**src/common/lsu_defines.svh**
```systemverilog
`ifndef LSU_DEFINES_SVH
`define LSU_DEFINES_SVH

// physical address width of every L2 request
`define LSU_PADDR_W 32

// bytes in one L1D line
`define LSU_LINE_B_W 16

// L2 command tag, source prefix in the top two bits
`define LSU_L2_TAG_W 8

// miss identifier, lives in the low bits of a read tag
`define LSU_MISS_ID_W 2

// dirty lines that can wait for writeback
`define LSU_EVICT_BUF_DEPTH 2

`endif

```
**src/common/lsu_pkg.sv**
```systemverilog
`include "lsu_defines.svh"

package lsu_pkg;

  // L2 request command
  typedef enum logic [1:0] {
    M_XRD = 2'b00,  // line read
    M_XWR = 2'b01   // full line write
  } l2_cmd_t;

  // source marks in the upper tag bits
  localparam logic [1:0] L2_UPPER_TAG_RD_L1D = 2'b01;
  localparam logic [1:0] L2_UPPER_TAG_WR_L1D = 2'b10;

  // dirty line leaving the cache
  typedef struct packed {
    logic [`LSU_PADDR_W-1:0]    paddr;
    logic [`LSU_LINE_B_W*8-1:0] data;
  } evict_payload_t;

  // line the cache needs refilled
  typedef struct packed {
    logic [`LSU_PADDR_W-1:0]   paddr;    // line aligned
    logic [`LSU_MISS_ID_W-1:0] miss_id;
  } miss_payload_t;

  // one request on the L2 channel
  typedef struct packed {
    l2_cmd_t                    cmd;
    logic [`LSU_PADDR_W-1:0]    addr;
    logic [`LSU_L2_TAG_W-1:0]   tag;
    logic [`LSU_LINE_B_W*8-1:0] data;
    logic [`LSU_LINE_B_W-1:0]   byte_en;
  } l2_req_payload_t;

endpackage

```
**src/evict_buffer.sv**
```systemverilog
`timescale 1ns/1ns
`include "lsu_defines.svh"

module evict_buffer (
  input  logic                   i_clk,
  input  logic                   i_reset_n,

  input  logic                   in_valid,
  output logic                   in_ready,
  input  lsu_pkg::evict_payload_t in_payload,

  output logic                   out_valid,
  input  logic                   out_ready,
  output lsu_pkg::evict_payload_t out_payload
);

  import lsu_pkg::*;

  localparam int DEPTH = `LSU_EVICT_BUF_DEPTH;
  localparam int PTR_W = (DEPTH > 1) ? $clog2(DEPTH) : 1;
  localparam int CNT_W = $clog2(DEPTH + 1);

  evict_payload_t   r_mem [DEPTH];
  logic [PTR_W-1:0] r_wr_ptr;
  logic [PTR_W-1:0] r_rd_ptr;
  logic [CNT_W-1:0] r_count;
  logic             push;
  logic             pop;

  assign in_ready    = (r_count != CNT_W'(DEPTH));
  assign out_valid   = (r_count != '0);
  assign out_payload = r_mem[r_rd_ptr];  // head entry

  assign push = in_valid & in_ready;
  assign pop  = out_valid & out_ready;

  always_ff @(posedge i_clk or negedge i_reset_n) begin
    if (!i_reset_n) begin
      r_wr_ptr <= '0;
      r_rd_ptr <= '0;
      r_count  <= '0;
    end else begin
      if (push) begin
        r_wr_ptr <= (r_wr_ptr == PTR_W'(DEPTH - 1)) ? '0 : r_wr_ptr + 1'b1;
      end
      if (pop) begin
        r_rd_ptr <= (r_rd_ptr == PTR_W'(DEPTH - 1)) ? '0 : r_rd_ptr + 1'b1;
      end
      case ({push, pop})
        2'b10:   r_count <= r_count + 1'b1;
        2'b01:   r_count <= r_count - 1'b1;
        default: r_count <= r_count;  // idle or pass
      endcase
    end
  end

  always_ff @(posedge i_clk) begin
    if (push) begin
      r_mem[r_wr_ptr] <= in_payload;
    end
  end

  // the waiting head entry is never overwritten
  a_no_push_full: assert property (@(posedge i_clk) disable iff (!i_reset_n)
    out_valid && !out_ready |=> $stable(out_payload));

  // an empty buffer has both pointers on the same slot
  a_no_pop_empty: assert property (@(posedge i_clk) disable iff (!i_reset_n)
    (r_count == '0) |-> (r_rd_ptr == r_wr_ptr));

endmodule

```
**src/store_requestor.sv**
```systemverilog
`timescale 1ns/1ns
`include "lsu_defines.svh"

module store_requestor (
  input  logic                     i_clk,
  input  logic                     i_reset_n,

  input  logic                     evict_valid,
  output logic                     evict_ready,
  input  lsu_pkg::evict_payload_t  evict_payload,

  output logic                     wr_req_valid,
  input  logic                     wr_req_ready,
  output lsu_pkg::l2_req_payload_t wr_req_payload
);

  import lsu_pkg::*;

  logic           r_skid_valid;
  evict_payload_t r_skid_payload;
  evict_payload_t sel_entry;

  always_ff @(posedge i_clk or negedge i_reset_n) begin
    if (!i_reset_n) begin
      r_skid_valid <= 1'b0;
    end else if (evict_valid & evict_ready & !wr_req_ready) begin
      r_skid_valid <= 1'b1;  // L2 stalled, park the line
    end else if (wr_req_ready) begin
      r_skid_valid <= 1'b0;
    end
  end

  always_ff @(posedge i_clk) begin
    if (evict_valid & evict_ready & !wr_req_ready) begin
      r_skid_payload <= evict_payload;
    end
  end

  assign evict_ready  = !r_skid_valid;
  assign wr_req_valid = evict_valid | r_skid_valid;
  assign sel_entry    = r_skid_valid ? r_skid_payload : evict_payload;

  always_comb begin
    wr_req_payload.cmd     = M_XWR;
    wr_req_payload.addr    = sel_entry.paddr;
    wr_req_payload.tag     = {L2_UPPER_TAG_WR_L1D, {(`LSU_L2_TAG_W - 2){1'b0}}};
    wr_req_payload.data    = sel_entry.data;
    wr_req_payload.byte_en = {`LSU_LINE_B_W{1'b1}};  // whole line written
  end

  // a waiting write holds its contents, whether from the FIFO head or the skid
  a_wr_stable: assert property (@(posedge i_clk) disable iff (!i_reset_n)
    wr_req_valid && !wr_req_ready |=> wr_req_valid && $stable(wr_req_payload));

endmodule

```
**src/refill_requestor.sv**
```systemverilog
`timescale 1ns/1ns
`include "lsu_defines.svh"

module refill_requestor (
  input  logic                     i_clk,
  input  logic                     i_reset_n,

  input  logic                     miss_valid,
  output logic                     miss_ready,
  input  lsu_pkg::miss_payload_t   miss_payload,

  output logic                     rd_req_valid,
  input  logic                     rd_req_ready,
  output lsu_pkg::l2_req_payload_t rd_req_payload
);

  import lsu_pkg::*;

  localparam int PAD_W = `LSU_L2_TAG_W - 2 - `LSU_MISS_ID_W;

  logic          r_valid;
  miss_payload_t r_miss;

  always_ff @(posedge i_clk or negedge i_reset_n) begin
    if (!i_reset_n) begin
      r_valid <= 1'b0;
    end else if (miss_valid & miss_ready) begin
      r_valid <= 1'b1;
    end else if (rd_req_ready) begin
      r_valid <= 1'b0;  // read went out
    end
  end

  always_ff @(posedge i_clk) begin
    if (miss_valid & miss_ready) begin
      r_miss <= miss_payload;
    end
  end

  assign miss_ready   = !r_valid;  // one miss at a time
  assign rd_req_valid = r_valid;

  // the miss id rides in the low tag bits so the refill can be matched
  always_comb begin
    rd_req_payload.cmd     = M_XRD;
    rd_req_payload.addr    = r_miss.paddr;
    rd_req_payload.tag     = {L2_UPPER_TAG_RD_L1D, {PAD_W{1'b0}}, r_miss.miss_id};
    rd_req_payload.data    = '0;
    rd_req_payload.byte_en = '0;
  end

endmodule

```
**src/l2_req_arbiter.sv**
```systemverilog
`timescale 1ns/1ns

module l2_req_arbiter (
  input  logic                     i_clk,
  input  logic                     i_reset_n,

  input  logic                     wr_valid,
  output logic                     wr_ready,
  input  lsu_pkg::l2_req_payload_t wr_payload,

  input  logic                     rd_valid,
  output logic                     rd_ready,
  input  lsu_pkg::l2_req_payload_t rd_payload,

  output logic                     l2_valid,
  input  logic                     l2_ready,
  output lsu_pkg::l2_req_payload_t l2_payload
);

  logic r_last_wr;  // write won the last grant
  logic r_lock;     // granted request still waiting
  logic sel_wr;

  always_comb begin
    if (r_lock) begin
      sel_wr = r_last_wr;  // hold the winner
    end else if (wr_valid && rd_valid) begin
      sel_wr = !r_last_wr;
    end else begin
      sel_wr = wr_valid;
    end
  end

  assign l2_valid   = sel_wr ? wr_valid : rd_valid;
  assign l2_payload = sel_wr ? wr_payload : rd_payload;
  assign wr_ready   = l2_ready & sel_wr;
  assign rd_ready   = l2_ready & !sel_wr;

  always_ff @(posedge i_clk or negedge i_reset_n) begin
    if (!i_reset_n) begin
      r_last_wr <= 1'b0;
      r_lock    <= 1'b0;
    end else if (l2_valid) begin
      r_last_wr <= sel_wr;
      r_lock    <= !l2_ready;
    end
  end

  // a waiting request keeps its source and its contents
  a_grant_held: assert property (@(posedge i_clk) disable iff (!i_reset_n)
    l2_valid && !l2_ready |=> l2_valid && $stable(l2_payload));

endmodule

```
**src/l1d_writeback_top.sv**
```systemverilog
`timescale 1ns/1ns

module l1d_writeback_top (
  input  logic                     i_clk,
  input  logic                     i_reset_n,

  input  logic                     evict_valid,
  output logic                     evict_ready,
  input  lsu_pkg::evict_payload_t  evict_payload,

  input  logic                     miss_valid,
  output logic                     miss_ready,
  input  lsu_pkg::miss_payload_t   miss_payload,

  output logic                     l2_req_valid,
  input  logic                     l2_req_ready,
  output lsu_pkg::l2_req_payload_t l2_req_payload
);

  import lsu_pkg::*;

  logic            buf_valid;  // buffer head to store side
  logic            buf_ready;
  evict_payload_t  buf_payload;

  logic            wr_valid;
  logic            wr_ready;
  l2_req_payload_t wr_payload;

  logic            rd_valid;
  logic            rd_ready;
  l2_req_payload_t rd_payload;

  evict_buffer evict_buffer_i (
    .i_clk       (i_clk),
    .i_reset_n   (i_reset_n),
    .in_valid    (evict_valid),
    .in_ready    (evict_ready),
    .in_payload  (evict_payload),
    .out_valid   (buf_valid),
    .out_ready   (buf_ready),
    .out_payload (buf_payload)
  );

  store_requestor store_requestor_i (
    .i_clk          (i_clk),
    .i_reset_n      (i_reset_n),
    .evict_valid    (buf_valid),
    .evict_ready    (buf_ready),
    .evict_payload  (buf_payload),
    .wr_req_valid   (wr_valid),
    .wr_req_ready   (wr_ready),
    .wr_req_payload (wr_payload)
  );

  refill_requestor refill_requestor_i (
    .i_clk          (i_clk),
    .i_reset_n      (i_reset_n),
    .miss_valid     (miss_valid),
    .miss_ready     (miss_ready),
    .miss_payload   (miss_payload),
    .rd_req_valid   (rd_valid),
    .rd_req_ready   (rd_ready),
    .rd_req_payload (rd_payload)
  );

  l2_req_arbiter l2_req_arbiter_i (
    .i_clk      (i_clk),
    .i_reset_n  (i_reset_n),
    .wr_valid   (wr_valid),
    .wr_ready   (wr_ready),
    .wr_payload (wr_payload),
    .rd_valid   (rd_valid),
    .rd_ready   (rd_ready),
    .rd_payload (rd_payload),
    .l2_valid   (l2_req_valid),
    .l2_ready   (l2_req_ready),
    .l2_payload (l2_req_payload)
  );

endmodule

```
**config.mk**
```make
export PLATFORM = sky130hd
export DESIGN_NAME = l1d_writeback_top
export DESIGN_NICKNAME = d
export VERILOG_FILES = /design/src/common/lsu_pkg.sv /design/src/evict_buffer.sv /design/src/store_requestor.sv /design/src/refill_requestor.sv /design/src/l2_req_arbiter.sv /design/src/l1d_writeback_top.sv
export VERILOG_INCLUDE_DIRS = /design/src /design/src/common
export SDC_FILE = /design/constraint.sdc
export NUM_CORES = 1
export LEC_CHECK = 0
export ABC_AREA = 0
export BUFFER_PORTS_ARGS = -buffer_cell sky130_fd_sc_hd__buf_2
export CORE_UTILIZATION = 51
export CTS_BUF_LIST = sky130_fd_sc_hd__clkbuf_8
export DETAILED_ROUTE_END_ITERATION = 10
export PLACE_DENSITY = 0.72
export SLEW_MARGIN = 0
export SYNTH_ARGS = -nofsm -noshare
export SYNTH_HDL_FRONTEND = slang
export SYNTH_HIERARCHICAL = 1
export SYNTH_SLANG_ARGS = --single-unit
export TNS_END_PERCENT = 50
```
**constraint.sdc**
```tcl
create_clock -name i_clk -period 12.9 [get_ports i_clk]
set_clock_uncertainty 0.1 [all_clocks]
set_input_delay 2.58 -clock i_clk [delete_from_list [all_inputs] [get_ports i_clk]]
set_output_delay 2.58 -clock i_clk [all_outputs]
set_load 0.005 [all_outputs]
```
==> impl_metrics.toml <==
[drt]
vias_per_cell = 5.586
top_layer_used = "met5"
met1_length_um = 27210
drc = 0
routedWlPerCell_um = 20.55
met3_length_um = 4124
wirelength_um = 63430
vias = 17240
dr.pass1.iters = 5
drt_iter0_drc = 997
wl_met2_um = 30390
antenna_left = 0

[job]
maxCapViolations = 0

[sta]
worst_pin_slew_ns = 1.180
maxSlewViolCount = 0
holdWs_ns = 0.3872
finalSetupViolCount = 0
min_period_ns = 7.183
fin_setup_tns_ns = 0
rsz0062_at_grt = "no"
max_freq_ghz = 0.1392
relSlewSlack_pct = 21.32
hold_viol_final = 0
finalCritPeriodShare_pct = 55.68

[yosys]
syn_area_per_cell_um2 = 14.13
synthDistinctLibCells = 36
synth-seq-cells = 522
synth_warnings = 6
syn-cell-area_um2 = 27820
syn_inst = 1969
seq_area_frac_synth_pct = 56.20

[critical_path]
cp-end-kind = "primary output"
worst-path-max-fanout = 121
path_class = "flip-flop to primary output"
regToRegStartpoint = "l2_req_arbiter_i/r_lock"
crit_start = "l2_req_arbiter_i/r_lock"
r2r_end = "store_requestor_i/r_skid_payload[34]"
startpoint_type = "flip-flop"
crit_arrival_ns = 4.50
crit_path_end = "l2_req_payload[127]"
r2r_slack_ns = 8.21
required_ns = 10.22
reg2reg_depth = 6

[clocking]
holdBufCountCts = 0
cts_root_buf = "clkbuf_8"
htree_levels = 3
cts_sinks = 522
clock_latency_ns = 0.64
cts_tree = "built"
cts_made_buffers = 88
postCtsSetupBuffers = 0
path_clk_slew_ns = 0.06
cts_resized = 0
cts.path.max_buffers = 3

[pwr]
p_leak_nw = 11.04
peakVddDrop_v = 0.0001419
p_per_area_nw_per_um2 = 251.1

[die]
start_util_pct = 51.69
die_h_um = 235.6
core.rowCount = 85
ios = 388
core_area_um2 = 53810
die_w_um = 235.6
die-area_um2 = 55490

[placement]
placed_cell_area_um2 = 29130
dp_cells = 2911
portBuffers = 387
routabilityCongestion = 0.8195
dpl.hpwl_um = 39710

[worst_hold_path]
min_path_type = "flip-flop to flip-flop"

[cells_and_area]
fin_area_um2 = 30740
layout_common_cells = "edfxtp_1, buf_2, mux2_2"
syn_to_final_growth_pct = 10.49
layout_commonest_cell = "edfxtp_1"
layoutNonFillerInstCount = 3086
drive_above_1_share_pct = 37.78
nNetsFinal = 2505

[status]
status = "completed"

[grt]
grt_pass1_vias = 17410
antenna_found_initial = 24
grt_pass1_wl_um = 97580
grt_overflow_total = 0
grt_max_degree = 122
grt_use_total_pct = 22.38
## per-stage QoR
stage               power (W)  util (%)  setup WS (ns)
floorplan            0.005433         -          2.805
global placement     0.006329     54.12          6.569
detailed placement   0.006422     54.12          6.437
CTS                  0.007783     57.04          5.710
global route         0.008161     57.08          5.484
finish               0.007717     57.12          5.717
## synth_stat cells, drive strengths merged
master  count  area share, %
o21ai     190            3.4
o221a     186            7.5
nor2        4          0.054
buf       267            7.2
a21oi       1          0.018
and2        2          0.045
a31oi       1          0.023
mux2      321             14
nand2b      2          0.045
clkbuf     72            1.4
ha          1          0.045
xnor2       3          0.094
dfrtp       8           0.72
xor2        2          0.063
nor2b     188            4.2
and3        1          0.023
o211ai      1          0.027
a21boi      1          0.027
conb        4          0.054
inv         5          0.067
edfxtp    514             55
o21bai      1          0.027
nor3b     187            5.0
or2         3          0.067
nand2       3          0.040
o21ba       1          0.036
## registers in the layout (all words and copies together) (netlist names)
name,flops
store_requestor_i/r_skid_valid,1
refill_requestor_i/rd_req_payload,34
l2_req_arbiter_i/r_lock,1
evict_buffer_i/r_rd_ptr,1
l2_req_arbiter_i/r_last_wr,1
refill_requestor_i/rd_req_valid,1
evict_buffer_i/r_count,2
evict_buffer_i/r_mem,320
evict_buffer_i/r_wr_ptr,1
store_requestor_i/r_skid_payload,160
## report_power, final
part           leakage [nW]  internal (W)  switching [W]
combinational          5.27       0.00178        0.00195
sequential             4.86       0.00248       0.000177
clock                 0.907      0.000683       0.000653
total                  11.0       0.00494        0.00278
## kinds of logic (layout without fill, tap and decap cells)
family / count (synthesis) / after routing / synth area share (%)
DFF: 522 / 522 / 56.20
and+or+nand+nor: 390 / 390 / 9.557
AOI/OAI and AO/OA: 382 / 382 / 11.12
buffers and inverters: 344 / 575 / 8.658
muxes: 321 / 321 / 14.21
xor gates and xnor gates: 5 / 5 / 0.1574
other: 4 / 194 / 0.05396
adders and majority gates: 1 / 1 / 0.04497
## layer usage
| layer | track usage, % | vias up |
|---|---|---|
| met5 | 0 | - |
| met3 | 5.171 | 110 |
| met2 | 36.62 | 544 |
| li1 | - | 7981 |
| met1 | 29.08 | 8582 |
| met4 | 8.219 | 20 |
## final cells by class
class                   count  area [um^2]
flip-flops and latches    522        15650
diodes                     16        40.04
multi-input cells        1277        10470
well taps                 696        870.8
fillers                  4339        23080
repair buffers            411         2117
clock buffers              89         1225
inverters                   5        21.27
clock inverters            70        346.6
## worst min-delay path by stage
stage / slack [ns] / startpoint / cells after the start / endpoint
after floorplan: 0.36 / evict_buffer_i/r_count[1] / 1 / evict_buffer_i/r_count[1]
after global routing: 0.42 / evict_buffer_i/r_count[1] / 1 / evict_buffer_i/r_count[1]
after detailed placement: 0.38 / evict_buffer_i/r_count[1] / 1 / evict_buffer_i/r_count[1]
after CTS: 0.39 / evict_buffer_i/r_count[1] / 1 / evict_buffer_i/r_count[1]
after global placement: 0.38 / evict_buffer_i/r_count[1] / 1 / evict_buffer_i/r_count[1]
final: 0.39 / evict_buffer_i/r_count[1] / 1 / evict_buffer_i/r_count[1]
## critical path: stages, from the launching register on
cell     delay (ns)
dfrtp_4        0.86
buf_4          0.89
or2_4          0.57
buf_4          0.72
o221a_1        0.38
buf_2          0.13
No activity file was read; power rests on OpenSTA's default activity.
